## src/design/decode_pkg.sv

```systemverilog
// decode stage shared definitions
package decode_pkg;

    // datapath widths
    localparam int XLEN       = 64;
    localparam int INSTR_W    = 32;
    localparam int NUM_REGS   = 32;
    localparam int REG_ADDR_W = $clog2(NUM_REGS);

    // operation key is funct3 stacked on the major opcode
    localparam int OPC_W      = 7;
    localparam int FUNCT3_W   = 3;
    localparam int OP_KEY_W   = FUNCT3_W + OPC_W;

    // immediate fields as they sit in the instruction
    localparam int IMM_W      = 12;
    localparam int UIMM_W     = 20;

    // basic words
    typedef logic [XLEN-1:0]       xlen_t;
    typedef logic [INSTR_W-1:0]    instr_t;
    typedef logic [REG_ADDR_W-1:0] reg_addr_t;
    typedef logic [OP_KEY_W-1:0]   op_key_t;
    typedef logic [IMM_W-1:0]      imm_t;
    typedef logic [UIMM_W-1:0]     uimm_t;

    // major opcode classes, values are the rv64i encodings
    typedef enum logic [OPC_W-1:0] {
        // register-register
        OPC_R       = 7'b0110011,
        OPC_R_WORD  = 7'b0111011,
        // register-immediate and jumps through a register
        OPC_JALR    = 7'b1100111,
        OPC_LOAD    = 7'b0000011,
        OPC_I_ARITH = 7'b0010011,
        OPC_I_WORD  = 7'b0011011,
        // memory writes and conditional branches
        OPC_STORE   = 7'b0100011,
        OPC_BRANCH  = 7'b1100011,
        // upper immediate forms
        OPC_LUI     = 7'b0110111,
        OPC_AUIPC   = 7'b0010111,
        OPC_JAL     = 7'b1101111,
        // ordering and csr / environment calls
        OPC_FENCE   = 7'b0001111,
        OPC_SYSTEM  = 7'b1110011
    } opcode_class_t;

    // squashed slot looks like a plain fence with funct3 zero
    // execute treats it as a no-op
    localparam op_key_t BUBBLE_OP = {3'b000, OPC_FENCE};

endpackage
```

## src/design/decode_stage_reg.sv

```systemverilog
// decode to execute pipeline register
module decode_stage_reg (
    input  logic                  clk,
    input  logic                  reset,
    input  logic                  hazard,
    input  logic                  flush,
    input  decode_pkg::instr_t    instr,
    input  decode_pkg::xlen_t     pc,
    input  decode_pkg::reg_addr_t dest,
    input  decode_pkg::reg_addr_t rs1,
    input  decode_pkg::op_key_t   op_key,
    input  decode_pkg::imm_t      imm,
    input  decode_pkg::uimm_t     uimm,
    input  decode_pkg::xlen_t     read_a,
    input  decode_pkg::xlen_t     read_b,
    output decode_pkg::reg_addr_t reg_dest,
    output decode_pkg::op_key_t   opcode,
    output decode_pkg::imm_t      imm_out,
    output decode_pkg::uimm_t     uimm_out,
    output decode_pkg::reg_addr_t rs1_out,
    output decode_pkg::xlen_t     rd_data_a,
    output decode_pkg::xlen_t     rd_data_b,
    output decode_pkg::xlen_t     out_pc,
    output decode_pkg::instr_t    out_instr,
    output logic                  stall
);
    import decode_pkg::*;

    // last cycle's flush, kills the slot after the flushed one
    logic flush_d;
    logic bubble;

    // slot is squashed by a hazard, a flush, or a flush one cycle ago
    assign bubble = hazard || flush || flush_d;

    // control side of the slot
    always_ff @(posedge clk) begin
        if (reset) begin
            flush_d  <= 1'b0;
            stall    <= 1'b0;
            reg_dest <= '0;
            opcode   <= BUBBLE_OP;
        end else begin
            flush_d <= flush;
            // fetch holds instr and pc while this is high
            stall   <= hazard;
            if (bubble) begin
                reg_dest <= '0;
                opcode   <= BUBBLE_OP;
            end else begin
                reg_dest <= dest;
                opcode   <= op_key;
            end
        end
    end

    // payload keeps its value through a bubble
    always_ff @(posedge clk) begin
        if (reset) begin
            imm_out   <= '0;
            uimm_out  <= '0;
            rs1_out   <= '0;
            rd_data_a <= '0;
            rd_data_b <= '0;
            out_pc    <= '0;
            out_instr <= '0;
        end else if (!bubble) begin
            imm_out   <= imm;
            uimm_out  <= uimm;
            rs1_out   <= rs1;
            rd_data_a <= read_a;
            rd_data_b <= read_b;
            out_pc    <= pc;
            out_instr <= instr;
        end
    end

    // fetch presents the same instruction again while stalled
    a_fetch_holds: assert property (
        @(posedge clk) disable iff (reset)
        stall |-> ($stable(instr) && $stable(pc))
    ) else $error("instr or pc changed while stall was high");

    // one flush cycle squashes the current and the following slot
    a_flush_two_slots: assert property (
        @(posedge clk) disable iff (reset)
        flush |=> (opcode == BUBBLE_OP) ##1 (opcode == BUBBLE_OP)
    ) else $error("flush did not squash two consecutive slots");

endmodule

```

## config.mk

```make
export PLATFORM = sky130hd
export DESIGN_NAME = decode_stage_reg
export DESIGN_NICKNAME = d
export VERILOG_FILES = /design/src/design/decode_pkg.sv /design/src/design/decode_stage_reg.sv
export SDC_FILE = /design/constraint.sdc
export NUM_CORES = 1
export LEC_CHECK = 0
export BUFFER_PORTS_ARGS = -buffer_cell sky130_fd_sc_hd__buf_2
export CAP_MARGIN = 20
export CORE_AREA = 4 4 215 217
export DETAILED_ROUTE_END_ITERATION = 12
export DIE_AREA = 0 0 219 221
export SLEW_MARGIN = 30
export SYNTH_ARGS = -nofsm -noshare
export SYNTH_HDL_FRONTEND = slang
export SYNTH_SLANG_ARGS = --single-unit
```

## constraint.sdc

```tcl
create_clock -name clk -period 1.8 [get_ports clk]
set_input_delay 0.36 -clock clk [delete_from_list [all_inputs] [get_ports clk]]
set_output_delay 0.36 -clock clk [all_outputs]
set_load 0.005 [all_outputs]
```

Word-level counts from Yosys, hierarchy flattened
Cells that the tools add are included.
Widths: inputs -> output; s select.
{"block": "word_totals", "register_bits": 278, "input_bits": 280, "out_inout_bits": 277, "word_cells": 14}
{"block": "op_classes", "n_reduce_logical": 3}
{"operator": "$logic_or 1x1->1", "n": 2}
{"operator": "$reduce_or 2->1", "n": 1}

Depth between registers and ports, before layout
{"block": "logic_depth", "word_depth": 3, "mapped_depth": 6}

Least setup slack after synthesis
OpenSTA, ideal clock, no wires.
{"block": "synth_path", "path_type": "input to register", "startpoint": "input flush", "endpoint": "register imm_out[10]", "setup_time_ns": 0.070, "arrival_time_ns": 1.366, "required_ns": 1.730, "path_slack_ns": 0.363, "cell_stages": 5, "cell_sequence": "buf_6 -> buf_6 -> buf_2 -> or4b_1 -> a21oi_1"}
{"block": "synth_between", "elab_chain_cells": 2}
{"element": "from (decl)", "line_no": "decode_stage_reg.sv:6", "text": "input logic flush,"}
{"element": "$logic_or 1x1->1 (2 in a row)", "line_no": "decode_stage_reg.sv:34", "text": "assign bubble = hazard || flush || flush_d;"}
{"element": "to (signal assigned)", "line_no": "decode_stage_reg.sv:68", "text": "imm_out <= imm;"}
{"element": "to (decl)", "line_no": "decode_stage_reg.sv:18", "text": "output decode_pkg::imm_t imm_out,"}
Every way passes these cells.
A chain may end at the register's enable or synchronous reset.

Worst setup path in the final report
{"block": "layout_path", "startpoint": "register flush_d", "endpoint": "register out_instr[10]"}
{"block": "layout_between", "elab_chain_cells": 1}
{"element": "from (decl)", "line_no": "decode_stage_reg.sv:30", "text": "logic flush_d;"}
{"element": "from (signal assigned)", "line_no": "decode_stage_reg.sv:44", "text": "flush_d <= flush;"}
{"element": "$logic_or 1x1->1", "line_no": "decode_stage_reg.sv:34"}
{"element": "to (signal assigned)", "line_no": "decode_stage_reg.sv:74", "text": "out_instr <= instr;"}
{"element": "to (decl)", "line_no": "decode_stage_reg.sv:24", "text": "output decode_pkg::instr_t out_instr,"}
Every way passes these cells.

==> qor.yml <==
floorplan:
  die_h_um: 221
  dieArea_sq_um: 48400
  core_sq_um: 44100
  die_w_um: 219
  start_util_pct: 28.2
  pin_count: 557
  fp-row-count: 77
cells_and_area:
  syn_to_final_growth_pct: 36.6
  num-fill-cells: 4499
  fin_nets: 2029
  drive_gt1_share_pct: 37.9
critical_path:
  crit_type: "register to register"
  start_kind: "register"
  critPathMaxFanout: 36
  critPathRequiredTime_ps: 2300
  end_kind: "register"
  arrival_ps: 2060
run:
  maxCapViolations: 0
logic_synthesis:
  synth.distinct_cells: 13
  yosysSeqAreaShare_pct: 44.8
  syn_inst: 1283
  synth_seq_cells: 278
  avgSynthCellArea_sq_um: 9.68
  synth.net_count: 1563
  syn_area_sq_um: 12400
  yosysWarnings: 0
clocking:
  cts_tree: "built"
  post_cts_resized: 0
  cts_root_buf: "clkbuf_16"
  cts.clk_slew.worst_paths_ps: 60
  clock_latency_ps: 570
  cts_buffers: 31
  clk_path_buf_depth: 3
  htree_levels: 1
  cts_sinks: 278
detailed_routing:
  ant_nets: 0
  dr.first_iter.drc_count: 908
  wire_per_inst_um: 18.3
  drtPass1Iterations: 5
  drcViolationCount: 0
  vias: 12500
  drt-total-wl_um: 43300
  routed_via_density: 5.28
timing:
  fmax_mhz: 641
  hold_violations: 0
  setup_tns_ps: 0
  skew_ps: 16.8
  setup_slack_ps: 239
  slew_headroom_pct: 69.7
  rsz0062_at_grt: "no"
  drv_slew: 0
  period_share_pct: 86.7
  min_period_ps: 1560
  finalSetupViolations: 0
  worst_slew_pin_slew_ps: 455
placed_design:
  dp_hpwl_um: 30100
  finalWeightedCongestion: 0.815
  port_buffers: 556
  dp_slack_ps: 156
pwr:
  power.ir.vdd_worst_uv: 620
  pwr_density_cell_nw_per_um2: 865
  p_leak_nw: 7.28
global_route:
  grt_pass1_wl_um: 66200
  grtUsageMet1_pct: 20.8
  grt.overflow.total: 0
  grt_pass1_vias: 11800
  met2_usage_pct: 27.8
  grt_usage_pct: 16.3
  met3_usage_pct: 4.06
  antenna_found_initial: 2
  grt_max_degree: 95
  busiest_layer: "met2"
status:
  status: "complete, no violations"
min_path:
  hold_path_class: "input port to register"
[per-stage QoR]
step | hold slack, ps | total power, mW | utilization, % | area (sq um) | instances
after detailed placement | 458 | 8.54 | 35.9 | 15800 | 2293
after global routing | 102 | 15.3 | 38.5 | 17000 | 2363
final | 122 | 14.7 | 38.5 | 17000 | 2363
after floorplan | 461 | 7.64 | - | 12400 | 1283
after CTS | 72.0 | 14.9 | 38.5 | 17000 | 2361
after global placement | 447 | 8.50 | 35.9 | 15800 | 2293
[registers in the layout (all words and copies together) (netlist names)]
name and count:
uimm_out 20, out_pc 64, rs1_out 5, rd_data_b 64, opcode 10, imm_out 12
flush_d 1, stall 1, reg_dest 5, out_instr 32, rd_data_a 64
[final timing paths]
path / start / end / slack (ps) / depth (start not counted)
min: read_a[28] / rd_data_a[28] / 120 / 3
min reg2reg: out_instr[24] / out_instr[24] / 460 / 2
max reg2reg: flush_d / out_instr[10] / 240 / 3
max: flush_d / out_instr[10] / 240 / 3
[area by class of cell]
cell class	count	area [sq um]	share of cell area (%)
diodes	2	5.00	0.0295
clock buffers	44	895	5.27
clock inverters	9	98.8	0.582
multi-input cells	801	6010	35.4
flip-flops and latches	278	5570	32.8
well taps	592	741	4.36
repair buffers	637	3660	21.5
[cell usage after synthesis, drive strengths merged]
cell    instances  share of area, %
nand2b          4              0.20
dfxtp         278                45
a21oi         261                11
clkbuf        158               4.8
and2           11              0.55
or4b          261                21
nor2b           2              0.10
buf            46               2.1
nor4            1              0.17
o31ai         261                16
[critical path, stage by stage, from the launching register on]
cell	delay, ps
dfxtp_4	470
buf_4	300
or4b_1	560
a21oi_1	140
[cells in the final DEF, fill, tap and decap left out]
master,n
and2_1,11
diode_2,2
inv_6,1
clkinv_2,6
nor2b_1,2
a21oi_1,261
nand2b_1,4
dfxtp_4,1
buf_12,16
buf_2,553
nor4_4,1
o31ai_1,261
dlygate4sd3_1,15
or4b_1,261
dfxtp_1,277
clkbuf_1,6
buf_4,50
clkbuf_8,8
bufinv_16,2
buf_8,2
clkbuf_16,31
[per-layer routing]
metal	share of wire [%]	wire (um)	vias up
met3	7.7	3320	61
li1	-	-	6048
met4	2.1	919	0
met5	0	0	-
met2	48	20800	413
met1	42	18300	5958
[repair_timing]
item / CTS / global route
hold buffers: 15 / 0
buffers inserted: 0 / 0
endpoints found under the hold margin: 15 / 0
[power breakdown]
part           switching (mW)  internal [mW]  total, mW
combinational            1.02          0.852       1.87
clock                    2.54           3.70       6.24
sequential              0.148           6.41       6.56
[kinds of logic (layout without fill, tap and decap cells)]
logic type      after synthesis  count (layout)  share of synthesized area, %
compound gates              522             522                          26.3
buf+inv                     204             690                          6.87
flops                       278             278                          44.8
other cells                   0               2                             0
simple gates                279             279                          22.1
Note: power is estimated with default switching activity, not from simulation.
