--- src/design/decode_pkg.sv ---
// decode stage shared definitions
package decode_pkg;

    // datapath widths
    localparam int XLEN       = 64;
    localparam int INSTR_W    = 32;
    localparam int NUM_REGS   = 32;
    localparam int REG_ADDR_W = $clog2(NUM_REGS);

    // operation key is funct3 stacked on the major opcode
    localparam int OPC_W      = 7;
    localparam int FUNCT3_W   = 3;
    localparam int OP_KEY_W   = FUNCT3_W + OPC_W;

    // immediate fields as they sit in the instruction
    localparam int IMM_W      = 12;
    localparam int UIMM_W     = 20;

    // basic words
    typedef logic [XLEN-1:0]       xlen_t;
    typedef logic [INSTR_W-1:0]    instr_t;
    typedef logic [REG_ADDR_W-1:0] reg_addr_t;
    typedef logic [OP_KEY_W-1:0]   op_key_t;
    typedef logic [IMM_W-1:0]      imm_t;
    typedef logic [UIMM_W-1:0]     uimm_t;

    // major opcode classes, values are the rv64i encodings
    typedef enum logic [OPC_W-1:0] {
        // register-register
        OPC_R       = 7'b0110011,
        OPC_R_WORD  = 7'b0111011,
        // register-immediate and jumps through a register
        OPC_JALR    = 7'b1100111,
        OPC_LOAD    = 7'b0000011,
        OPC_I_ARITH = 7'b0010011,
        OPC_I_WORD  = 7'b0011011,
        // memory writes and conditional branches
        OPC_STORE   = 7'b0100011,
        OPC_BRANCH  = 7'b1100011,
        // upper immediate forms
        OPC_LUI     = 7'b0110111,
        OPC_AUIPC   = 7'b0010111,
        OPC_JAL     = 7'b1101111,
        // ordering and csr / environment calls
        OPC_FENCE   = 7'b0001111,
        OPC_SYSTEM  = 7'b1110011
    } opcode_class_t;

    // squashed slot looks like a plain fence with funct3 zero
    // execute treats it as a no-op
    localparam op_key_t BUBBLE_OP = {3'b000, OPC_FENCE};

endpackage
--- src/design/hazard_detect.sv ---
// read-after-write hazard check
module hazard_detect (
    input  decode_pkg::reg_addr_t rs1,
    input  decode_pkg::reg_addr_t rs2,
    input  decode_pkg::reg_addr_t alu_dest,
    input  decode_pkg::reg_addr_t mem_dest,
    input  decode_pkg::reg_addr_t wb_dest,
    input  logic                  alu_is_store,
    output logic                  hazard
);
    import decode_pkg::*;

    // per-stage match flags
    logic alu_hit;
    logic mem_hit;
    logic wb_hit;

    // a source matches a stage when both name the same nonzero register
    // x0 on the source side also covers x0 on the destination side
    function automatic logic src_match(reg_addr_t src, reg_addr_t dst);
        return (src != '0) && (src == dst);
    endfunction

    // a store in alu has no real destination since its rd bits hold offset
    assign alu_hit = !alu_is_store &&
                     (src_match(rs1, alu_dest) || src_match(rs2, alu_dest));

    assign mem_hit = src_match(rs1, mem_dest) || src_match(rs2, mem_dest);

    // writeback still counts because its register file write lands at the edge
    assign wb_hit  = src_match(rs1, wb_dest) || src_match(rs2, wb_dest);

    assign hazard = alu_hit || mem_hit || wb_hit;

endmodule

--- config.mk ---
export PLATFORM = sky130hd
export DESIGN_NAME = hazard_detect
export DESIGN_NICKNAME = d
export VERILOG_FILES = /design/src/design/decode_pkg.sv /design/src/design/hazard_detect.sv
export SDC_FILE = /design/constraint.sdc
export NUM_CORES = 1
export LEC_CHECK = 0
export BUFFER_PORTS_ARGS = -buffer_cell sky130_fd_sc_hd__clkbuf_2
export CORE_AREA = 5 5 42 44
export DETAILED_ROUTE_END_ITERATION = 16
export DIE_AREA = 0 0 47 49
export GPL_TIMING_DRIVEN = 0
export PLACE_DENSITY_LB_ADDON = 0.1
export SETUP_SLACK_MARGIN = 0.4
export SLEW_MARGIN = 10
export SYNTH_ARGS = -nofsm -noshare
export SYNTH_HDL_FRONTEND = slang
export SYNTH_SLANG_ARGS = --single-unit
--- constraint.sdc ---
create_clock -name vclk -period 2.7
set_input_delay 0 -clock vclk [all_inputs]
set_output_delay 0 -clock vclk [all_outputs]
set_load 0.005 [all_outputs]
After elaboration in Yosys (flattened, before gate mapping)
Cells that the tools add are included.

word-level totals
  bits of input ports = 26
  output and inout port bits = 1
  latch bits = 0
  memories = 0
  RAM bits = 0
  word-level logic and storage cells = 21
  bits in read-only memories = 0
  register bits = 0

cells by class
  reductions and logical operators = 15
  add/sub/neg operators = 0
  $lt $le $gt $ge = 0
  bitwise operators = 0
  divide/modulo/power cells = 0
  equality and inequality tests = 6
  multiply operators = 0
  multiplexer cells = 0
  shift-type cells = 0

operators by type and width
  cell               count
  $eq 5x5->1         6
  $reduce_bool 5->1  2
  $logic_and 1x1->1  7
  $logic_or 1x1->1   5
  $logic_not 1->1    1

Depth between registers and ports, before layout
Gate-level depths: netlist of the first run.

  depth after elaboration = 6
  depth in mapped cells = 5
  mapped depth without buffers = 5

Least setup slack after synthesis of the first run
OpenSTA, ideal clock, no wires.

  path kind = input -> output
  from = input port rs1[1]
  to = output port hazard
  path slack = 1.698 ns
  required time = 2.700 ns
  arrival time = 1.002 ns
  path buffers = 0
  cell stages on the path = 5
  cell sequence = or4_1 nor2_2 nor4_1 a31oi_1 o2111ai_1

between the ends
  word-level cells in the longest chain between the ends = 6
  elaborated cells between the ends (all ways) = 13
  those cells by class = eq/ne: 3; reduce/logical: 10

RTL lines
  element                                          RTL line             RTL
  start, declared                                  hazard_detect.sv:3   input decode_pkg::reg_addr_t rs1,
  $eq 5x5->1 or $reduce_bool 5->1 (tied branches)  hazard_detect.sv:21  return (src != '0) && (src == dst);
  $logic_and 1x1->1                                hazard_detect.sv:21
  $logic_or 1x1->1                                 hazard_detect.sv:26  (src_match(rs1, alu_dest) || src_match(rs2, alu_dest));
  $logic_and 1x1->1                                hazard_detect.sv:25  assign alu_hit = !alu_is_store &&
  $logic_or 1x1->1                                 hazard_detect.sv:33  assign hazard = alu_hit || mem_hit || wb_hit;
  $logic_or 1x1->1 (*)                             hazard_detect.sv:33
  end, declared                                    hazard_detect.sv:9   output logic hazard

Mark *: on every way between the ends. The rest lies on a longest branch, timed or not.

Final worst setup path of the first run
Same ends and word-level chain as after synthesis.

==> results of run 1 <==
-- worst min-delay path: stages --
cell	delay [ps]
sky130_fd_sc_hd__clkbuf_2	80
sky130_fd_sc_hd__o2111ai_1	110
sky130_fd_sc_hd__clkbuf_2	120
-- routing by layer --
layer	global-route usage (%)	vias to the layer above	part of all wire (%)
met2	14.93	16	46
li1	-	227	-
met3	0.7380	0	8.2
met5	0	-	0
met1	14.57	173	46
met4	0	0	0
-- power breakdown --
part	switching (W)	internal (W)
clock	0	0
sequential	0	0
combinational	0.0000402	0.0000425
total	0.0000402	0.0000425
-- cell usage after synthesis, drive strengths merged --
cell type,instances
a21oi,1
a31oi,1
nand3,4
nor2,2
nor3,2
nor4,5
o2111ai,1
or4,2
xnor2,12
xor2,18
-- layout make-up --
cell class         instances  area [um2]
well taps                 16       20.02
fillers                  165       877.1
multi-input cells         48       369.1
repair buffers            27       135.1
-- through the flow --
stage | instances | hold WS, ps | cell area (um2) | worst slack, ps | utilization, %
floorplan | 48 | 119.7 | 369.1 | 1698 | -
global placement | 91 | 297.4 | 524.3 | 1313 | 37.41
detailed placement | 91 | 311.6 | 524.3 | 1342 | 37.41
CTS | 91 | 312.5 | 524.3 | 1337 | 37.41
global route | 91 | 346.1 | 524.3 | 1241 | 37.41
finish | 91 | 308.6 | 524.3 | 1357 | 37.41
-- worst max path at each step --
stage	slack (ps)	end	startpoint
2_1_floorplan	1700	hazard	rs1[1]
3_3_place_gp	1310	hazard	rs2[1]
6_report	1360	hazard	rs1[1]
4_1_cts	1340	hazard	rs2[1]
3_5_place_dp	1340	hazard	rs1[1]
5_1_grt	1240	hazard	rs2[1]
-- kinds of logic (layout without fill, tap and decap cells) --
group	Yosys count	in the layout	synth area share, %
buf+inv	0	27	0
simple gates	15	15	23.39
compound gates	3	3	5.424
xor+xnor	30	30	71.19
==> summary.md, run 1 <==
The run finished with clean final reports. Leaving out fill and tap cells, the most frequent cell in the layout is sky130_fd_sc_hd__clkbuf_2. The post-route antenna net violation count is 0.

The highest attainable clock frequency is 0.7447 GHz, and the DRC violation count after routing is 0. Pin count of the biggest net entering global routing: 5. The area share of the leading cell type in the synthesized netlist came out at 42.71%. The tools report the end point of the worst hold path as hazard.

The antenna diode count was 0; the I/O pin total was 27. Relative to the synthesized area, the layout overhead comes to 42.03%. The tools report the detailed-router iteration count before antenna repair as 1.

The number of antenna violations at the first check in global routing was 0. The run gives 0 as the count of pins over their slew limit. The pin slew with the least headroom to its limit came out at 326.5 ps. The worst setup path is launched from an input pin. After synthesis, the mean cell area works out to 7.690 um2.

The cell count after synthesis came out at 48. In this run, the number of DRC markers left after iteration 0 of detailed routing was 0. The net count of the finished layout is 103. The power density over the cells was 157.6 nW/um2; the number of cells on the worst hold path was 3.

Once the floorplan was initialized, standard cells occupied 26.34% of the core. Yosys mapped the design onto 11 distinct sky130hd cell types. The detailed router placed 416 vias in this run. Post-CTS repair changed the size of 0 cells. The final routed wirelength across all metal layers is 1068 um. The tools report the global-route wire length before repair as 1738 um. Data arrives at the worst endpoint at 1340 ps.

The floorplan step defined a die boundary enclosing 2303 um2. There are 0 flip-flops and latches. Summed over all failing endpoints, the final setup total negative slack is 0 ps. Across the run, the number of max-cap violations was 0.

Yosys printed 0 warnings. Setup violation total in the final timing report: 0. The total overflow left after global routing is 0. The worst ir drop on vdd was 0.05907 mV. The synthesized design spends more area on one cell type than any other, namely sky130_fd_sc_hd__xor2_1. On the worst path, the slowest cell contributes a delay of 540 ps. Buffers added to address setup during post-CTS repair amount to 0.

Global routing usage summed across all routing layers: 9.474%. The mapped netlist covers 369.1 um2. The clock period could shrink to 1343 ps.

The total area inside the core boundary comes to 1401 um2. Together, buffers and inverters on the worst path number 2. The wire length per cell works out to 11.74 um. Summed over all cells, the static leakage comes to 0.2330 nW. The cell with the largest stage delay on the worst path is sky130_fd_sc_hd__or4_1. In this run the tightest slew margin relative to its limit is 78.04%. Of all nets on the critical path, the largest fanout is 4. Counting buffers and inverters, the worst setup path is 7 cells deep. The launch instance of the worst min-delay path is alu_is_store. Setup repair after global routing left no endpoint under its margin.

The design draws 0.00008265 W. In the final layout, flip-flops and latches occupy 0 um2. Among the stages of the critical path, the cell type that occurs most often is sky130_fd_sc_hd__clkbuf_2. After detailed routing, the number of vias per cell comes to 4.571. After layout, the clock buffer instance count stands at 0. In the post-synthesis netlist, the biggest area contributors are sky130_fd_sc_hd__xor2_1 43%, sky130_fd_sc_hd__xnor2_1 28%, sky130_fd_sc_hd__nor4_1 8.5%, sky130_fd_sc_hd__nand3_1 5.4%, sky130_fd_sc_hd__or4_1 4.1%.

When the netlist entered floorplanning its net count stood at 74. The count of buffers added on input and output ports is 27. At the worst endpoint, the required time is 2700 ps.

The hold violation count in the final report was 0. The via count of the first global-routing pass was 420. The share of the clock period used by the worst path after layout came out at 49.74%. The type of the worst min-delay path was in -> out. The part of the Yosys area used for sequential elements was 0%. On the critical path the largest part of the delay comes from simple AND/OR/NAND/NOR gates.

In this run the core area contains 14 standard-cell rows. Summed over all nets, the half-perimeter wirelength after detailed placement is 966.9 um. The floorplan step set the die width to 47 um.

The type of the worst setup path was in -> out. Hold repair after CTS inserted 0 buffers. The critical path goes through clkbuf_2 -> or4_1 -> nor2_2 -> nor4_1 -> a31oi_1 -> o2111ai_1 -> clkbuf_2.

At the end of routability-driven placement, the weighted congestion stood at 0.7041. STA classifies the critical path endpoint as an output pin. In the layout the commonest cells are 27 x sky130_fd_sc_hd__clkbuf_2, 18 x sky130_fd_sc_hd__xor2_1, 12 x sky130_fd_sc_hd__xnor2_1. From bottom edge to top edge, the die measures 49 um. Cells with a size suffix above 1 make up 37.33% of the layout.
Note: power is estimated with default switching activity, not from simulation.
==> run 2: changes to the inputs <==
ABC_AREA = 1   (was default)
clock period = 1.2 ns   (was 2.7 ns; I/O delays follow)
==> run 2 against run 1 <==
Net effect:
- sequential share of layout area is the same
- largest power group unchanged
- critical path type unchanged
- critical endpoint unchanged
- core utilization increased by 22 points
- area after synthesis rose by 49%
- critical path depth grew 3
==> summary.md, run 2 <==
The tool flagged a number of max-cap violations equal to 0. In this run the cell area of the synthesized design comes to 549.3 um2. There are 0 flip-flops and latches. The sequential group share of total power came out at 0%.

The flow ran to the end, and the final reports show no timing, DRC or antenna violations. Setup repair after global routing could not meet its margin everywhere. The combinational group share of total power is 100.0%. Cell occurring most often along the worst timing path: sky130_fd_sc_hd__nand2_1. During synthesis, Yosys emitted a total of 0 warnings.

The part of the Yosys area used for sequential elements is 0%. The logs give 0 ps for the total negative slack for setup checks and 122 for the number of instances in the synthesized netlist. The tools report the count of distinct cell types in the synthesized netlist as 10. The die outline area was 2303 um2; the global placement routability congestion was 0.7285. The tools report the initial core utilization as 39.20%. The pin slew with the least headroom to its limit is 149.5 ps.

The worst pin sits at a relative slew slack of 90.00%. Leaving out fill and tap cells, the most frequent cell in the layout is sky130_fd_sc_hd__nand2_1. STA classifies the critical path endpoint as an output pin.

The clock period could shrink to 769.1 ps. The number of antenna diodes in the final layout is 0. The run gives 633 as the via count of the first global-routing pass.

Along the worst path, the maximum fanout reaches 4. The post-layout net count came out at 177. The type of the worst setup path is in -> out.

The growth of design area from synthesis to finish was 50.57%; the utilization of the core after routing was 59.02%. In the finished layout, the clock tree contains a buffer count of 0. Type of the worst min-delay path: in -> out.

The slowest stage of the critical path is the sky130_fd_sc_hd__clkbuf_8 cell. Wire length per cell: 9.236 um. Traced cell by cell, the critical path runs through clkbuf_8 -> inv_4 -> nand2_1 -> nand2_1 -> nor2_1 -> nand3_1 -> nand2_1 -> nand2_1 -> nand3_2 -> clkbuf_2. The initial detailed-routing violation count is 7. The routed layout has 728 vias. Summed over all layers, the global routing overflow is 0.

For the global-route wire length before repair, the log shows 2297 um. For this run, the slowest stage of the critical path takes 120 ps. The cell type with the largest total area after synthesis is sky130_fd_sc_hd__nand2_1. The die is 47 um wide. Per report_power, the clock group accounts for 0% of the total.

Setup violations remaining at the end of the flow were counted as 0. Once the clock tree was built, the setup fixing pass inserted 0 buffers. In this run the biggest area consumer among cell types represents 41.69% of the synthesized area. The switching share of total power was 52.74%; the DRC violation count after routing was 0. Row generation in the floorplan step produced 14 rows. Dividing the detail-routed via count by the number of cells gives 4.412. For the pin count of the biggest net entering global routing, the log shows 6. The internal portion of total power came out at 0.0001315 W. The tools report the count of pins over their slew limit as 0. By count the netlist is led by 61 x sky130_fd_sc_hd__nand2_1, 16 x sky130_fd_sc_hd__inv_1, 16 x sky130_fd_sc_hd__nor2_1.

Yosys instantiated no cell more often than sky130_fd_sc_hd__nand2_1. With fillers left out, the area of the finished cells amounts to 827.0 um2. The worst ir drop on vdd was 0.1877 mV. The I/O pin total is 27. The number of nets handed over by synthesis was 148.

For the detailed-router iteration count before antenna repair, the log shows 2. Leaving out fill and tap cells, the most frequent cells in the layout are 60 x sky130_fd_sc_hd__nand2_1, 17 x sky130_fd_sc_hd__clkbuf_2, 16 x sky130_fd_sc_hd__inv_1. The logs give 312.7 ps for the tightest hold margin and 1256 um for the HPWL after detailed placement. The floorplan core area was 1401 um2. Once detail routing completed, the nets flagged for antenna violations numbered 0.

After detailed placement, the total cell area comes to 704.4 um2. Broken down by cell family, the worst path's largest delay share belongs to simple AND/OR/NAND/NOR gates. The logs give 172 for the number of inserted filler cells in the final layout and 0 for the hold-fix buffer count after cts. The height of the die was 49 um. Cells with a size suffix above 1 make up 32.89% of the layout. The number of antenna violations at the first check in global routing was 0. In this run the static leakage power is 0.5256 nW.

For the global routing usage summed across all routing layers, the log shows 12.21%. The register area was 0 um2. The net switching power was 0.0001468 W; the mean instance size in the synthesized netlist was 4.502 um2. For this block, the routed nets add up to 1524 um of wire. At the worst endpoint, the arrival time is 770 ps.

Dividing total power by cell area gives a power density of 336.6 nW/um2. The share of the clock period used by the worst path after layout came out at 64.09%. The hold violation count in the final report was 0.

The quantity of I/O buffers inserted on ports came out at 27. In the post-synthesis netlist, the biggest area contributors are sky130_fd_sc_hd__nand2_1 42%, sky130_fd_sc_hd__inv_1 11%, sky130_fd_sc_hd__nor2_1 11%, sky130_fd_sc_hd__xor2_1 9.6%, sky130_fd_sc_hd__xnor2_1 8.0%. Together, buffers and inverters on the worst path number 3.

STA classifies the critical path startpoint as an input pin. For the data required time at the worst endpoint, the log shows 1200 ps. For the highest attainable clock frequency, the log shows 1.300 GHz.
==> run 2: cell count changes after synthesis, sizes merged, moves of 2 or more <==
cell,before,now
inv,0,22
nor3,2,0
nor4,5,0
or4,2,0
xor2,18,6
nor2,2,16
nand3,4,9
xnor2,12,5
nand2,0,61
==> run 2: logic make-up after synthesis <==
| logic type | after synthesis | share of synthesized area [%] |
|---|---|---|
| buffers and inverters | 23 | 15.72 |
| and+or+nand+nor | 86 | 63.55 |
| AOI/OAI and AO/OA | 2 | 3.190 |
| xor gates and xnor gates | 11 | 17.54 |
==> run 2: stage by stage <==
| step | total power [W] | instances | setup slack (ps) |
|---|---|---|---|
| finish | 0.0002784 | 165 | 430.9 |
| global route | 0.0003143 | 165 | 328.0 |
| CTS | 0.0002399 | 165 | 400.4 |
| detailed placement | 0.0002327 | 165 | 374.6 |
| global placement | 0.0002286 | 165 | 388.5 |
| floorplan | 0.0001336 | 122 | 713.0 |
==> run 2: repair_timing <==
action,CTS,global route
endpoints found under the setup margin,1,1
resized for setup,4,45
pin swaps,1,24
==> run 2: area by class of cell <==
class | count | area (um2) | share of cell area, %
Multi-Input combinational cell | 99 | 513.0 | 62.03
Timing Repair Buffer | 27 | 205.2 | 24.81
Inverter | 23 | 88.84 | 10.74
Tap cell | 16 | 20.02 | 2.421
==> run 2: path summary, 6_finish.rpt <==
check / start / to / slack [ps] / depth (start not counted)
min: alu_is_store / hazard / 310 / 5
max: rs1[3] / hazard / 430 / 10
==> run 2: routing by layer <==
layer / vias up / track usage [%] / part of all wire [%]
li1: 413 / - / -
met1: 301 / 16.30 / 41
met2: 14 / 22.40 / 54
met3: 0 / 0 / 5.1
met4: 0 / 0 / 0
met5: - / 0 / 0
==> run 2: power by group through the flow <==
| stage | Sequential, W | Combinational [W] | Clock, W |
|---|---|---|---|
| CTS | 0 | 0.000240 | 0 |
| global placement | 0 | 0.000229 | 0 |
| floorplan | 0 | 0.000134 | 0 |
| detailed placement | 0 | 0.000233 | 0 |
| finish | 0 | 0.000278 | 0 |
| global route | 0 | 0.000314 | 0 |
