$ cat config.mk
export PLATFORM = sky130hd
export DESIGN_NAME = instr_fields
export DESIGN_NICKNAME = d
export VERILOG_FILES = /design/src/design/decode_pkg.sv /design/src/design/instr_fields.sv
export SDC_FILE = /design/constraint.sdc
export NUM_CORES = 1
export LEC_CHECK = 0
export ABC_AREA = 0
export BUFFER_PORTS_ARGS = -buffer_cell sky130_fd_sc_hd__buf_2
export CORE_MARGIN = 2
export CORE_UTILIZATION = 28
export DETAILED_ROUTE_END_ITERATION = 7
export PLACE_DENSITY = 0.78
export SLEW_MARGIN = 40
export SYNTH_ARGS = -nofsm -noshare
export SYNTH_HDL_FRONTEND = slang
export SYNTH_SLANG_ARGS = --single-unit
$ cat constraint.sdc
create_clock -name vclk -period 1.17
set_input_delay 0.117 -clock vclk [all_inputs]
set_output_delay 0.117 -clock vclk [all_outputs]
set_load 0.05 [all_outputs]
$ cat src/design/decode_pkg.sv
// decode stage shared definitions
package decode_pkg;

    // datapath widths
    localparam int XLEN       = 64;
    localparam int INSTR_W    = 32;
    localparam int NUM_REGS   = 32;
    localparam int REG_ADDR_W = $clog2(NUM_REGS);

    // operation key is funct3 stacked on the major opcode
    localparam int OPC_W      = 7;
    localparam int FUNCT3_W   = 3;
    localparam int OP_KEY_W   = FUNCT3_W + OPC_W;

    // immediate fields as they sit in the instruction
    localparam int IMM_W      = 12;
    localparam int UIMM_W     = 20;

    // basic words
    typedef logic [XLEN-1:0]       xlen_t;
    typedef logic [INSTR_W-1:0]    instr_t;
    typedef logic [REG_ADDR_W-1:0] reg_addr_t;
    typedef logic [OP_KEY_W-1:0]   op_key_t;
    typedef logic [IMM_W-1:0]      imm_t;
    typedef logic [UIMM_W-1:0]     uimm_t;

    // major opcode classes, values are the rv64i encodings
    typedef enum logic [OPC_W-1:0] {
        // register-register
        OPC_R       = 7'b0110011,
        OPC_R_WORD  = 7'b0111011,
        // register-immediate and jumps through a register
        OPC_JALR    = 7'b1100111,
        OPC_LOAD    = 7'b0000011,
        OPC_I_ARITH = 7'b0010011,
        OPC_I_WORD  = 7'b0011011,
        // memory writes and conditional branches
        OPC_STORE   = 7'b0100011,
        OPC_BRANCH  = 7'b1100011,
        // upper immediate forms
        OPC_LUI     = 7'b0110111,
        OPC_AUIPC   = 7'b0010111,
        OPC_JAL     = 7'b1101111,
        // ordering and csr / environment calls
        OPC_FENCE   = 7'b0001111,
        OPC_SYSTEM  = 7'b1110011
    } opcode_class_t;

    // squashed slot looks like a plain fence with funct3 zero
    // execute treats it as a no-op
    localparam op_key_t BUBBLE_OP = {3'b000, OPC_FENCE};

endpackage
$ cat src/design/instr_fields.sv
// instruction field extraction
module instr_fields (
    input  decode_pkg::instr_t    instr,
    output decode_pkg::reg_addr_t rs1,
    output decode_pkg::reg_addr_t rs2,
    output decode_pkg::reg_addr_t dest,
    output decode_pkg::op_key_t   op_key,
    output decode_pkg::imm_t      imm,
    output decode_pkg::uimm_t     uimm
);
    import decode_pkg::*;

    // class of the instruction from the low opcode bits
    opcode_class_t op_class;

    // per-class field usage
    logic use_rs1;
    logic use_rs2;
    logic has_dest;

    // raw register fields
    reg_addr_t rs1_field;
    reg_addr_t rs2_field;
    reg_addr_t rd_field;

    assign op_class  = opcode_class_t'(instr[OPC_W-1:0]);
    assign rs1_field = instr[19:15];
    assign rs2_field = instr[24:20];
    assign rd_field  = instr[11:7];

    always_comb begin
        // defaults cover unknown opcodes with no sources and no destination
        use_rs1  = 1'b0;
        use_rs2  = 1'b0;
        has_dest = 1'b0;
        uimm     = '0;
        case (op_class)
            // two sources, one result
            OPC_R, OPC_R_WORD: begin
                use_rs1  = 1'b1;
                use_rs2  = 1'b1;
                has_dest = 1'b1;
            end
            // one source and a 12-bit immediate
            OPC_JALR, OPC_LOAD, OPC_I_ARITH, OPC_I_WORD: begin
                use_rs1  = 1'b1;
                has_dest = 1'b1;
            end
            // csr ops read rs1 and may write rd
            OPC_SYSTEM: begin
                use_rs1  = 1'b1;
                has_dest = 1'b1;
            end
            // store data and branch compare both need rs2
            // rd field holds immediate bits here and names no register
            OPC_STORE, OPC_BRANCH: begin
                use_rs1 = 1'b1;
                use_rs2 = 1'b1;
            end
            // upper 20 bits straight through
            OPC_LUI, OPC_AUIPC: begin
                has_dest = 1'b1;
                uimm     = instr[31:12];
            end
            // jal offset reordered to natural bit order
            OPC_JAL: begin
                has_dest = 1'b1;
                uimm     = {instr[31], instr[19:12], instr[20], instr[30:21]};
            end
            // fence carries nothing the register side cares about
            default: begin
            end
        endcase
    end

    // unused sources read as x0 so they never raise a hazard
    assign rs1  = use_rs1 ? rs1_field : '0;
    assign rs2  = use_rs2 ? rs2_field : '0;
    assign dest = has_dest ? rd_field : '0;

    // funct3 on top of the major opcode
    assign op_key = {instr[14:12], instr[OPC_W-1:0]};

    // i-type immediate position
    // execute reassembles the store and branch pieces
    assign imm = instr[31:20];

endmodule

### Word level (Yosys, flattened, before mapping)

Cells that the tools add are included.

| operators by class | value |
|---|---|
| equal/unequal tests | 12 |
| reductions and logical operators | 4 |
| mux-type cells | 7 |

Operator list:

| operator | count |
|---|---|
| 20-bit case mux with 2 select lines | 1 |
| 7-bit by 6-bit equality test with 1-bit output, second input constant | 4 |
| 7-bit equality test, second input constant | 4 |
| 7-bit by 5-bit equality test with 1-bit output, second input constant | 3 |
| 5-bit 2-to-1 mux | 3 |
| 10-bit OR reduction | 1 |
| 9-bit OR reduction | 1 |
| 7-bit by 2-bit equality test with 1-bit output, second input constant | 1 |
| 4-bit OR reduction | 1 |
| 1-bit 2-to-1 mux | 3 |
| 2-bit OR reduction | 1 |

| storage, ports and cells | value |
|---|---|
| output and inout bits | 57 |
| register bits after elaboration | 0 |
| input port bits | 32 |

### Logic depth before layout (Yosys ltp)

Gate-level depths: netlist of the first run.

| depth | value |
|---|---|
| depth after elaboration | 4 |
| mapped depth | 4 |

### Worst setup path after synthesis of the first run

No wires, ideal clock.

| timing | value |
|---|---|
| kind | input-to-output |
| start point | input port instr[3] |
| end point | output port dest[0] |
| path buffers | 0 |
| data arrival time | 1.678 ns |
| data required time | 1.053 ns |
| path slack | -0.625 ns |
| stages on the path | 3 |
| path through | nor4bb_1 > o21ai_0 > a21boi_0 |

| between the ends | value |
|---|---|
| cells in the longest elaborated chain, start to end | 4 |
| elaborated cells between the ends (all ways) | 13 |
| classes of those cells | eq/ne (10); mux (2); reduce/logical (1) |

RTL lines:

| what | line | RTL |
|---|---|---|
| from (decl) | instr_fields.sv:3 | `input decode_pkg::instr_t instr,` |
| 7-bit equality test, or another cell as far along | instr_fields.sv:37 | `case (op_class)` |
| 10-bit OR reduction (no source line) (*) | -- |  |
| 1-bit 2-to-1 mux (*) | instr_fields.sv:37 |  |
| 5-bit 2-to-1 mux (*) | instr_fields.sv:79 | `assign dest = has_dest ? rd_field : '0;` |
| to (decl) | instr_fields.sv:6 | `output decode_pkg::reg_addr_t dest,` |

Mark *: on every way between the ends. The rest lies on a longest branch, timed or not.

### Worst setup path in the final report of the first run

| timing | value |
|---|---|
| start point | input port instr[6] |
| end point | output port uimm[6] |

| between the ends | value |
|---|---|
| cells in the longest elaborated chain, start to end | 3 |
| elaborated cells between the ends (all ways) | 5 |
| classes of those cells | eq/ne (3); mux (1); reduce/logical (1) |

RTL lines:

| what | line | RTL |
|---|---|---|
| 7-bit by 6-bit equality test with 1-bit output or 7-bit by 5-bit equality test with 1-bit output (tied branches) | instr_fields.sv:37 |  |
| 2-bit OR reduction | instr_fields.sv:37 |  |
| 20-bit case mux with 2 select lines (*) | instr_fields.sv:37 |  |
| to (decl) | instr_fields.sv:9 | `output decode_pkg::uimm_t uimm` |

Marks and branches as above.

==> flow_results.org, run 1 <==
** Worst setup path
- The worst setup path is launched from an input port.
- Crit Path Category :: in2out
- Data on the critical path is required at its endpoint by 1.05 ns.
- Data on the critical path arrives at its endpoint at 1.22 ns.
- Endpoint class of the critical path :: output port
- Peak fanout along the critical path :: 20

** Global routing
- The first global-routing pass estimated 3.74 mm of wire.
- The initial antenna violation count came to 0.
- The number of global-route vias before repair came to 833.
- Entering global routing, the biggest net connects 21 pins.
- Total routing usage reported by global routing :: 17.6%
- After global routing the overflow that remains totals 0.

** Logic synthesis
- The number of nets in the synthesized netlist is 112.
- Arithmetic-cell share of the synthesized area counting full adders, half adders and majority gates :: 0%
- Mux cell area share after synthesis :: 0%
- Netlist area before placement :: 631 um^2
- Number of standard cells after synthesis :: 80
- Yosys printed 0 warnings.
- Syn avg cell area :: 7.88 um^2
- Xor and xnor area share after synthesis :: 0%
- Post-synthesis cell type count :: 24
- Area fraction in compound gates after synthesis :: 42.5%
- Sequential-to-total area share from yosys stat :: 0%
- Synth top area cells :: a22o_1, buf_4, a21boi_0
- After Yosys synthesis, and, or, nand and nor cells account for 24.2% of the synthesized area.
- Combinational family with the most area after synthesis :: compound AO/OA/AOI/OAI gates
- Area share of the leading cell type in the synthesized netlist :: 26.4%
- Cell taking the most area after synthesis :: a22o_1

** STA
- Setup slack on the critical path of the routed design comes to -0.163 ns.
- The number of hold violations in the final report was 0.
- Measured against its own limit, the worst slew margin works out to 72.7%.
- Minimum period implied by the final worst setup slack :: 1.33 ns
- For the pin with the worst max-slew slack, the measured transition is 0.407 ns.
- Final setup violation count :: 30
- Hold timing on the final database bottoms out at a slack of 0.538 ns.
- Unrepaired setup endpoints after global routing :: true
- Timing would allow up to 750 MHz.
- The number of max-slew violations in the final report is 0.
- Of the available clock period, the critical path in the final layout requires 114%.

** Detailed routing
- Routed via count :: 957
- The detail route stage leaves a number of antenna-violating nets equal to 0.
- In the routed layout, each cell is associated on average with a via count of 5.23.
- WL/cell :: 14.8 um
- Post-route DRC violation count :: 0
- Final wirelength :: 2.71 mm
- Initial detailed-routing violation count :: 13
- The first TritonRoute pass finished after 4 iterations.

** Floorplan
- Measured along the y axis, the die boundary spans 51.5 um.
- The die covers 2650 um^2.
- Once the floorplan was initialized, standard cells occupied 29.1% of the core.
- Die outline width :: 51.5 um
- 89 I/O pins were placed.
- In this run the core area contains 17 standard-cell rows.
- Core area :: 2170 um^2

** Placed design
- At the end of routability-driven placement, the weighted congestion stood at 0.727.
- After detailed placement, the total cell area comes to 1090 um^2.
- PortBufs :: 89
- The HPWL after detailed placement is 1.90 mm.

** Final layout
- Final net count :: 189
- There are 0 flip-flops and latches.
- Storage cell area :: 0 um^2
- Syn-to-layout area delta :: 128%
- Share of layout cells above drive strength 1 :: 88.4%
- After layout, the clock buffer instance count stands at 0.
- Measured on the finished design, the core utilization comes to 66.4%.
- Final Cell Area :: 1440 um^2
- 0 antenna diodes ended up in the layout.

** Pwr
- Pleak :: 0.743 nW
- Maximum VDD drop :: 265 uV
- Total power density per cell area :: 347 nW/um^2

** Worst hold path
- Along the worst hold path, the cell count comes to 2.
- The tightest min-delay check is of the in2out type.

** Run status
- Violations in the final reports :: setup timing
- The run finished, with violations left.

** Clocking
- Cts-stage hold buffer count :: 0

** Run
- The tool flagged a number of max-cap violations equal to 0.
cell type report:
cell class | count | area (um^2)
fillers | 179 | 729
inverters | 1 | 3.75
multi-input cells | 53 | 556
well taps | 28 | 35.0
repair buffers | 101 | 846
cells in the final DEF, fill, tap and decap left out, types with 2 or more instances in the layout:
cell / instances
buf_4: 12
buf_8: 9
a21boi_1: 5
buf_2: 49
and4b_1: 2
a22o_2: 19
nand2_1: 2
buf_12: 3
and4_4: 2
buf_6: 28
a21boi_4: 4
and2_1: 4
layer usage:
layer  vias to the layer above  global-route usage, %  wire length (um)
met2                        65                   38.0              1520
met3                         4                   2.63               300
met4                         0                  0.877                14
met5                         -                      0                 0
met1                       455                   17.9               875
li1                        433                      -                 -
cells by family after synthesis:
logic type / count (synthesis)
AO/OA/AOI/OAI: 33
AND/OR/NAND/NOR: 20
buffers and inverters: 27
what timing repair did:
action	CTS	global route
pin swaps	7	4
setup buffers	1	3
setup endpoints to repair	35	35
resized for setup	80	18
critical path: stages:
cell     delay (ns)
buf_8          0.10
and4b_1        0.27
nor3b_4        0.23
buf_12         0.18
a22o_2         0.18
buf_8          0.14
Yosys cell counts, drive strengths merged:
master and n:
buf 25, a32oi 1, and2 6, nand2b 1
nand2 2, o21a 1, o21ai 2, and3b 1
nor2b 1, and4b 2, and3 1, nor2 1
clkbuf 1, inv 1, nor3b 1, nand3 1
nor4bb 1, a21boi 10, and4 2, a22o 19
stage by stage:
stage | instances | power, mW | setup TNS (ns) | worst slack [ns]
2_1_floorplan | 80 | 0.325 | -1.18 | -0.213
3_3_place_gp | 179 | 0.424 | -7.56 | -0.290
3_5_place_dp | 179 | 0.431 | -9.03 | -0.335
6_report | 183 | 0.500 | -4.40 | -0.163
4_1_cts | 180 | 0.478 | -3.87 | -0.165
5_1_grt | 183 | 0.521 | -5.75 | -0.208
worst paths after layout:
| check | from | to |
|---|---|---|
| max | instr[6] | uimm[6] |
| min | instr[31] | imm[11] |
where the power goes:
part / internal (mW) / leakage (nW) / total [mW] / switching, mW
logic: 0.180 / 0.743 / 0.500 / 0.320
clock network: 0 / 0 / 0 / 0
registers: 0 / 0 / 0 / 0
No activity file was read; power rests on OpenSTA's default activity.
==> run 2: changes to the inputs <==
--- a/config.mk
+++ b/config.mk
@@ -8,9 +8,10 @@
 export ABC_AREA = 0
 export BUFFER_PORTS_ARGS = -buffer_cell sky130_fd_sc_hd__buf_2
 export CORE_MARGIN = 2
-export CORE_UTILIZATION = 28
+export CORE_UTILIZATION = 30
 export DETAILED_ROUTE_END_ITERATION = 7
-export PLACE_DENSITY = 0.78
+export PLACE_DENSITY = 0.83
+export SETUP_SLACK_MARGIN = 0.3
 export SLEW_MARGIN = 40
 export SYNTH_ARGS = -nofsm -noshare
 export SYNTH_HDL_FRONTEND = slang
==> run 2 against run 1 <==
Against the previous run:
- the flow now stops in global routing
- area after synthesis did not move
- synthesized cell count did not move
==> flow_results.org, run 2 <==
** Logic synthesis
- The synthesized-area fraction occupied by xor and xnor cells is 0% (unchanged).
- Synth top area cells :: a22o_1, buf_4, a21boi_0
- Mux cell area share after synthesis :: 0% (unchanged)
- Post-Synthesis Net Count :: 112 (unchanged)
- The adder and majority gate portion of the synthesized area is 0% (unchanged).
- Number of standard cells after synthesis :: 80 (unchanged)
- Syn avg cell area :: 7.88 um^2 (unchanged)
- In the post-synthesis netlist, the cell with the most instances is buf_4.
- The netlist area before placement was 631 um^2 (unchanged).
- Area fraction in compound gates after synthesis :: 42.5% (unchanged)
- The Yosys warning count came to 0 (unchanged).
- Combinational family with the most area after synthesis :: compound AO/OA/AOI/OAI gates
- Sequential-to-total area share from yosys stat :: 0% (unchanged)
- Area share of the leading cell type in the synthesized netlist :: 26.4% (unchanged)
- Counting instances in the post-synthesis netlist gives the leading cell types as buf_4, a22o_1, a21boi_0.
- Post-synthesis simple-gate area fraction :: 24.2% (unchanged)
- Post-synthesis cell type count :: 24 (unchanged)
- Summed over all instances, the cell type with the most area after synthesis is a22o_1.

** Floorplan
- Number of placement rows :: 16 (-1)
- Ports :: 89 (unchanged)
- The height of the die was 49.8 um (-3.1%).
- Die outline width :: 49.8 um (-3.1%)
- The starting density of the core came to 31.8% (+2.8 points).

** Placed design
- The global placer's final weighted congestion came to 0.674 (-7.3%).
- PortBufs :: 89 (unchanged)
- Post-DP Area :: 1400 um^2 (+29%)
- The HPWL after detailed placement was 2.14 mm (+12%).

** Run status
- Progress stopped at global routing.
- Run-stopping error :: [ERROR DPL-0033] detailed placement checks failed during check placement.
- The run stopped with a tool error.

** STA
- After the last repair the worst path ends at a primary output.
- GRT worst endpoint :: uimm[17]

** Clocking
- The quantity of hold-fixing buffers added after cts is 0 (unchanged).

** Global routing
- The initial antenna violation count was 0.
- Entering global routing, the biggest net connects 21 pins.
## run 2: cell counts after synthesis
Identical to the previous run, type by type.
## run 2: cells by family after synthesis
| family | after synthesis |
|---|---|
| buf+inv | 27 |
| compound gates | 33 |
| simple gates | 20 |
## run 2: per-stage QoR
step                std cells  hold WS, ns  setup WS [ns]
detailed placement        180        0.545         -0.302
CTS                       184        0.535         -0.197
floorplan                  80        0.386        0.00723
global placement          180        0.545         -0.256
## run 2: what timing repair did
| action | CTS |
|---|---|
| buffers inserted | 4 |
| setup endpoints to repair | 35 |
| hold endpoints to repair | 0 |
| gates resized for setup | 121 |
| pin swaps | 10 |
==> run 3: changes to the inputs <==
--- a/config.mk
+++ b/config.mk
@@ -7,11 +7,10 @@
 export LEC_CHECK = 0
 export ABC_AREA = 0
 export BUFFER_PORTS_ARGS = -buffer_cell sky130_fd_sc_hd__buf_2
-export CORE_MARGIN = 2
-export CORE_UTILIZATION = 30
+export CORE_AREA = 2 2 63 65
 export DETAILED_ROUTE_END_ITERATION = 7
-export PLACE_DENSITY = 0.83
-export SETUP_SLACK_MARGIN = 0.3
+export DIE_AREA = 0 0 65 67
+export PLACE_DENSITY_LB_ADDON = 0.15
 export SLEW_MARGIN = 40
 export SYNTH_ARGS = -nofsm -noshare
 export SYNTH_HDL_FRONTEND = slang
==> run 3 against run 2 <==
Against the previous run:
- the flow now finishes, with violations (setup timing)
==> flow_results.org, run 3 (synthesis gave the netlist of run 1 again) <==
** Run status
- The flow ran to the end, but the final reports show violations.
- Violations in the final reports :: setup timing

** Global routing
- Leftover overflow at the end of global routing :: 0
- Antenna violations before repair :: 0
- Largest net degree at the start of global routing :: 21
- For this run, the total global-route usage over all layers was measured as 10.2%.
- The first global-routing pass estimated 3.62 mm of wire.
- Via count of the first global-routing pass :: 858

** Detailed routing
- Final wirelength :: 2.52 mm
- Routed via count :: 886
- Dividing the detail-routed wire length by the instance count gives 12.1 um.
- For this run, design rule violations remaining after detail routing come to 0.
- After detailed routing, the number of vias per cell comes to 4.26.
- Initial detailed-routing violation count :: 7
- Once detail routing completed, the nets flagged for antenna violations numbered 0.
- Number of optimization iterations in the first detailed-route pass :: 4

** Run
- Across the run, the number of max-cap violations was 0.

** Final layout
- Diode insertion count for antenna repair :: 0
- Storage cell area :: 0 um^2
- Final Cell Area :: 1430 um^2
- Clock buffers in the final layout number 0.
- In the layout the commonest cells are buf_2, buf_4, buf_6.
- Final net count :: 194
- Cells with a size suffix above 1 make up 87.5% of the layout.
- The library cell used most frequently in the layout, excluding fill and tap cells, is buf_2.
- Flip-flop and latch count :: 0
- Compared with the post-synthesis result, the final layout area differs by 127%.
- Fillers :: 372

** Worst setup path
- The critical path is of the in2out type.
- For this run, the slowest stage of the critical path takes 0.26 ns.
- STA classifies the critical path startpoint as an input port.
- In this run the number of cells on the critical path is 6.
- Broken down by cell family, the worst path's largest delay share belongs to simple AND/OR/NAND/NOR gates.
- Peak fanout along the critical path :: 19
- For the worst setup path, the data arrival time is 1.24 ns.
- The signal on the critical path passes through buf_8 -> and4b_1 -> nor3b_4 -> buf_12 -> a22o_2 -> buf_6.
- Together, buffers and inverters on the worst path number 3.
- Required time of the critical path :: 1.05 ns
- Crit path max-delay cell type :: and4b_1
- The worst setup path is captured at an output port.

** Floorplan
- The height of the die is 67 um (+34%).
- The starting density of the core is 17.5% (-14 points).
- Core area :: 3610 um^2
- Ports :: 89 (unchanged)
- Number of placement rows :: 22 (+6)
- The floorplan step defined a die boundary enclosing 4360 um^2.
- Die outline width :: 65 um (+30%)

** Placed design
- Worst slack at placement :: -0.319 ns (-0.0171 ns)
- PortBufs :: 89 (unchanged)
- The HPWL after detailed placement is 1.97 mm (-8.0%).
- Post-DP Area :: 1160 um^2 (-17%)
- The global placer's final weighted congestion was 0.669 (-0.79%).

** Worst hold path
- The worst hold path was traced through 2 stages.
- Class of the most critical hold timing path :: in2out

** STA
- In this run the tightest slew margin relative to its limit is 77.3%.
- The number of hold violations in the final report came to 0.
- Worst-margin pin slew :: 0.338 ns
- Unrepaired setup endpoints after global routing :: true
- For the final routed database, the setup TNS stands at -4.94 ns.
- Across all setup checks in the final design, the least slack found is -0.183 ns.
- Across all hold checks on the routed design, the worst slack comes to 0.529 ns.
- Derived from the worst setup path, the maximum achievable clock frequency is 739 MHz.
- Count of pins over their slew limit :: 0
- Ratio of final minimum period to clock period :: 116%
- Final setup violation count :: 35
- The routed design could run at a clock period as short as 1.35 ns.

** Pwr
- Total power density per cell area :: 343 nW/um^2
- Maximum VDD drop :: 140 uV
- Per report_power, the combinational group accounts for 100.0% of the total.
- Of the total power, the clock network draws 0%.
- Pleak :: 0.742 nW
- Net switching is 64.8% of the power.
- Portion of total power attributed to sequential cells :: 0%
- For this design the total switching power over the nets is 318 uW.
- The internal power of the cells totals 173 uW.

** Clocking
- The quantity of hold-fixing buffers added after cts is 0 (unchanged).
==> run 3: per-stage QoR <==
stage	util [%]	total power [mW]	instances
CTS	38.4	0.480	208
finish	39.7	0.491	208
global route	39.7	0.515	208
global placement	32.2	0.446	207
floorplan	-	0.325	80
detailed placement	32.2	0.447	207
==> run 3: repair_timing <==
action | 4_1_cts | 5_1_grt
endpoints found under the setup margin | 35 | 35
buffers inserted | 1 | 0
pin swaps | 3 | 0
gates resized for setup | 70 | 7
==> run 3: power by group through the flow <==
| stage | clock network (mW) | logic, mW | registers, mW |
|---|---|---|---|
| 6_report | 0 | 0.491 | 0 |
| 5_1_grt | 0 | 0.515 | 0 |
| 4_1_cts | 0 | 0.480 | 0 |
| 3_5_place_dp | 0 | 0.447 | 0 |
| 3_3_place_gp | 0 | 0.446 | 0 |
| 2_1_floorplan | 0 | 0.325 | 0 |
==> run 3: layout make-up <==
class                           count  area (um^2)  area share [%]
Inverter                            1         3.75           0.262
Timing Repair Buffer              106          813            56.9
Multi-Input combinational cell     53          553            38.7
Tap cell                           48         60.1            4.20
==> run 3: final timing paths <==
| path | startpoint | end | slack [ns] |
|---|---|---|---|
| setup / recovery | instr[6] | uimm[2] | -0.18 |
| hold / removal | instr[1] | op_key[1] | 0.53 |
==> run 3: layer usage <==
layer	vias to the layer above	GRT usage [%]	part of all wire (%)
met5	-	0	0
met4	0	0.266	0
met3	0	0.169	8.5
met2	50	22.7	55
met1	393	10.8	36
li1	443	-	-
==> run 4: changes to the inputs <==
==> constraint.sdc (replaced) <==
create_clock -name vclk -period 1.17
set_input_delay 0.1755 -clock vclk [all_inputs]
set_output_delay 0.1755 -clock vclk [all_outputs]
set_load 0.05 [all_outputs]
==> run 4 against run 3 <==
Against the previous run:
- the flow still finishes with violations (setup timing)
- non-clock buffer count grew 2
- power is 15% higher
- critical path depth did not move
- core utilization is 11 points higher
- highest routed layer unchanged
==> flow_results.org, run 4 (synthesis gave the netlist of run 1 again) <==
** Run status
- Result of the run :: finished, violations left
- The checks that failed: setup timing.

** Floorplan
- Core area :: 3610 um^2 (unchanged)
- The number of cell rows was 22 (unchanged).
- Ports :: 89 (unchanged)
- The height of the die is 67 um (unchanged).
- Starting Density :: 17.5% (unchanged)
- Die outline width :: 65 um (unchanged)
- The area of the die came to 4360 um^2 (unchanged).

** Placed design
- The HPWL after detailed placement was 2.19 mm (+11%).
- The post-placement worst setup slack was -0.417 ns (-0.0972 ns).
- The global placer's final weighted congestion came to 0.770 (+15%).
- PortBufs :: 89 (unchanged)

** STA
- Final setup violation count :: 35 (unchanged)
- Worst-margin pin slew :: 0.386 ns (+0.0474 ns)
- Setup repair after global routing could not meet its margin everywhere.
- The final critical-path required period came to 1.45 ns (+0.0931 ns).
- Ratio of final minimum period to clock period :: 124% (+8.0 points)
- The number of hold violations in the final report is 0 (unchanged).
- The number of max-slew violations in the final report came to 0 (unchanged).
- Setup ws final :: -0.276 ns (-0.0931 ns)
- Achievable clock frequency :: 692 MHz (-6.4%)
- The worst max-slew margin expressed relative to the limit is 74.2% (-3.2 points).

** Detailed routing
- WL/cell :: 13.5 um (+11%)
- Routed via count :: 907 (+2.4%)
- Initial detailed-routing violation count :: 10 (+3)
- The detailed-route DRC error count was 0 (unchanged).
- Final wirelength :: 2.83 mm (+12%)
- Number of optimization iterations in the first detailed-route pass :: 2 (-2)
- The per-cell via count in the routed design was 4.32 (+1.4%).
- The count of antenna-violating nets left after detailed routing is 0 (unchanged).

** Pwr
- The final total power is 565 uW (+15%).
- Pleak :: 0.943 nW (+27%)
- The cell area power density is 309 nW/um^2 (-9.9%).
- The worst-case vdd ir drop came to 112 uV (-20%).

** Final layout
- Highest-count cells in the layout ignoring fill and taps :: buf_2, buf_8, a22o_4
- Share of layout cells above drive strength 1 :: 92.6% (+5.1 points)
- The storage element area came to 0 um^2 (unchanged).
- Fillers :: 319 (-14%)
- The total of clock buffers placed in the layout was 0 (unchanged).
- Diode insertion count for antenna repair :: 0 (unchanged)
- Most common library cell in the layout ignoring fill and taps :: buf_2
- Flip-flop and latch count :: 0 (unchanged)
- Final net count :: 196 (+1.0%)
- Syn-to-layout area delta :: 189%

** Worst setup path
- Critical path arrival :: 1.27 ns (+0.03 ns)
- STA classifies the critical path endpoint as an output port.
- Critical path launch point type :: input port
- The top fanout value on the critical path is 20 (+1).
- Required time of the critical path :: 0.99 ns (-0.06 ns)
- The critical path is of the in2out type.

** Worst hold path
- In this run the most critical hold path is launched from instr[4].
- The path with the worst hold slack has its endpoint at op_key[4].
- The number of stages on the worst hold path is 2 (unchanged).
- Class of the most critical hold timing path :: in2out

** Global routing
- Via count of the first global-routing pass :: 900 (+4.9%)
- The total global routing track utilization was 12.6% (+2.5 points).
- Antenna violations before repair :: 0 (unchanged)
- The final global-route overflow total is 0 (unchanged).
- Wire length of the first global-routing pass :: 4.38 mm (+21%)
- The pin count of the biggest net entering global routing came to 21 (unchanged).

** Run
- The max-cap violation count came to 0 (unchanged).

** Clocking
- Cts-stage hold buffer count :: 0 (unchanged)
-- run 4: worst max-delay path by stage --
stage	cells past startpoint	to	start	slack (ns)
global route	6	uimm[3]	instr[6]	-0.35
floorplan	4	uimm[10]	instr[6]	-0.11
CTS	6	uimm[3]	instr[6]	-0.29
finish	6	uimm[10]	instr[6]	-0.28
detailed placement	6	uimm[14]	instr[6]	-0.42
global placement	6	uimm[14]	instr[6]	-0.40
-- run 4: final cells by class --
| type | count | area, um^2 | area share (%) |
|---|---|---|---|
| timing repair buffer | 108 | 981 | 53.7 |
| inverter | 1 | 3.75 | 0.206 |
| multi-input combinational | 53 | 781 | 42.8 |
| tap | 48 | 60.1 | 3.29 |
-- run 4: per-layer routing --
| layer | track usage [%] | up-vias | wire length, um |
|---|---|---|---|
| met1 | 16.0 | 419 | 1100 |
| met4 | 0 | 0 | 0 |
| met3 | 0.676 | 0 | 156 |
| met2 | 24.6 | 36 | 1570 |
| met5 | 0 | - | 0 |
| li1 | - | 452 | - |
-- run 4: critical path, stage by stage --
cell and delay [ns]:
buf_8 0.10, and4b_1 0.26, nor3b_4 0.23, buf_12 0.21
a22o_4 0.16, buf_8 0.14
-- run 4: what timing repair did --
item	CTS	global route
buffers inserted	3	1
pin swaps	10	4
setup endpoints to repair	35	35
gates resized for setup	107	2
-- run 4: power breakdown --
part	switching [mW]	internal, mW	leakage, nW
registers	0	0	0
logic	0.348	0.217	0.943
clock network	0	0	0
-- run 4: through the flow --
| stage | hold WS (ns) | cell area, um^2 | instances | util [%] | TNS, ns |
|---|---|---|---|---|---|
| floorplan | 0.503 | 973 | 80 | - | -2.70 |
| global placement | 0.662 | 1470 | 209 | 40.7 | -12.03 |
| detailed placement | 0.666 | 1470 | 209 | 40.7 | -12.61 |
| CTS | 0.663 | 1840 | 212 | 51.0 | -9.14 |
| global route | 0.670 | 1830 | 210 | 50.6 | -10.28 |
| finish | 0.663 | 1830 | 210 | 50.6 | -8.14 |
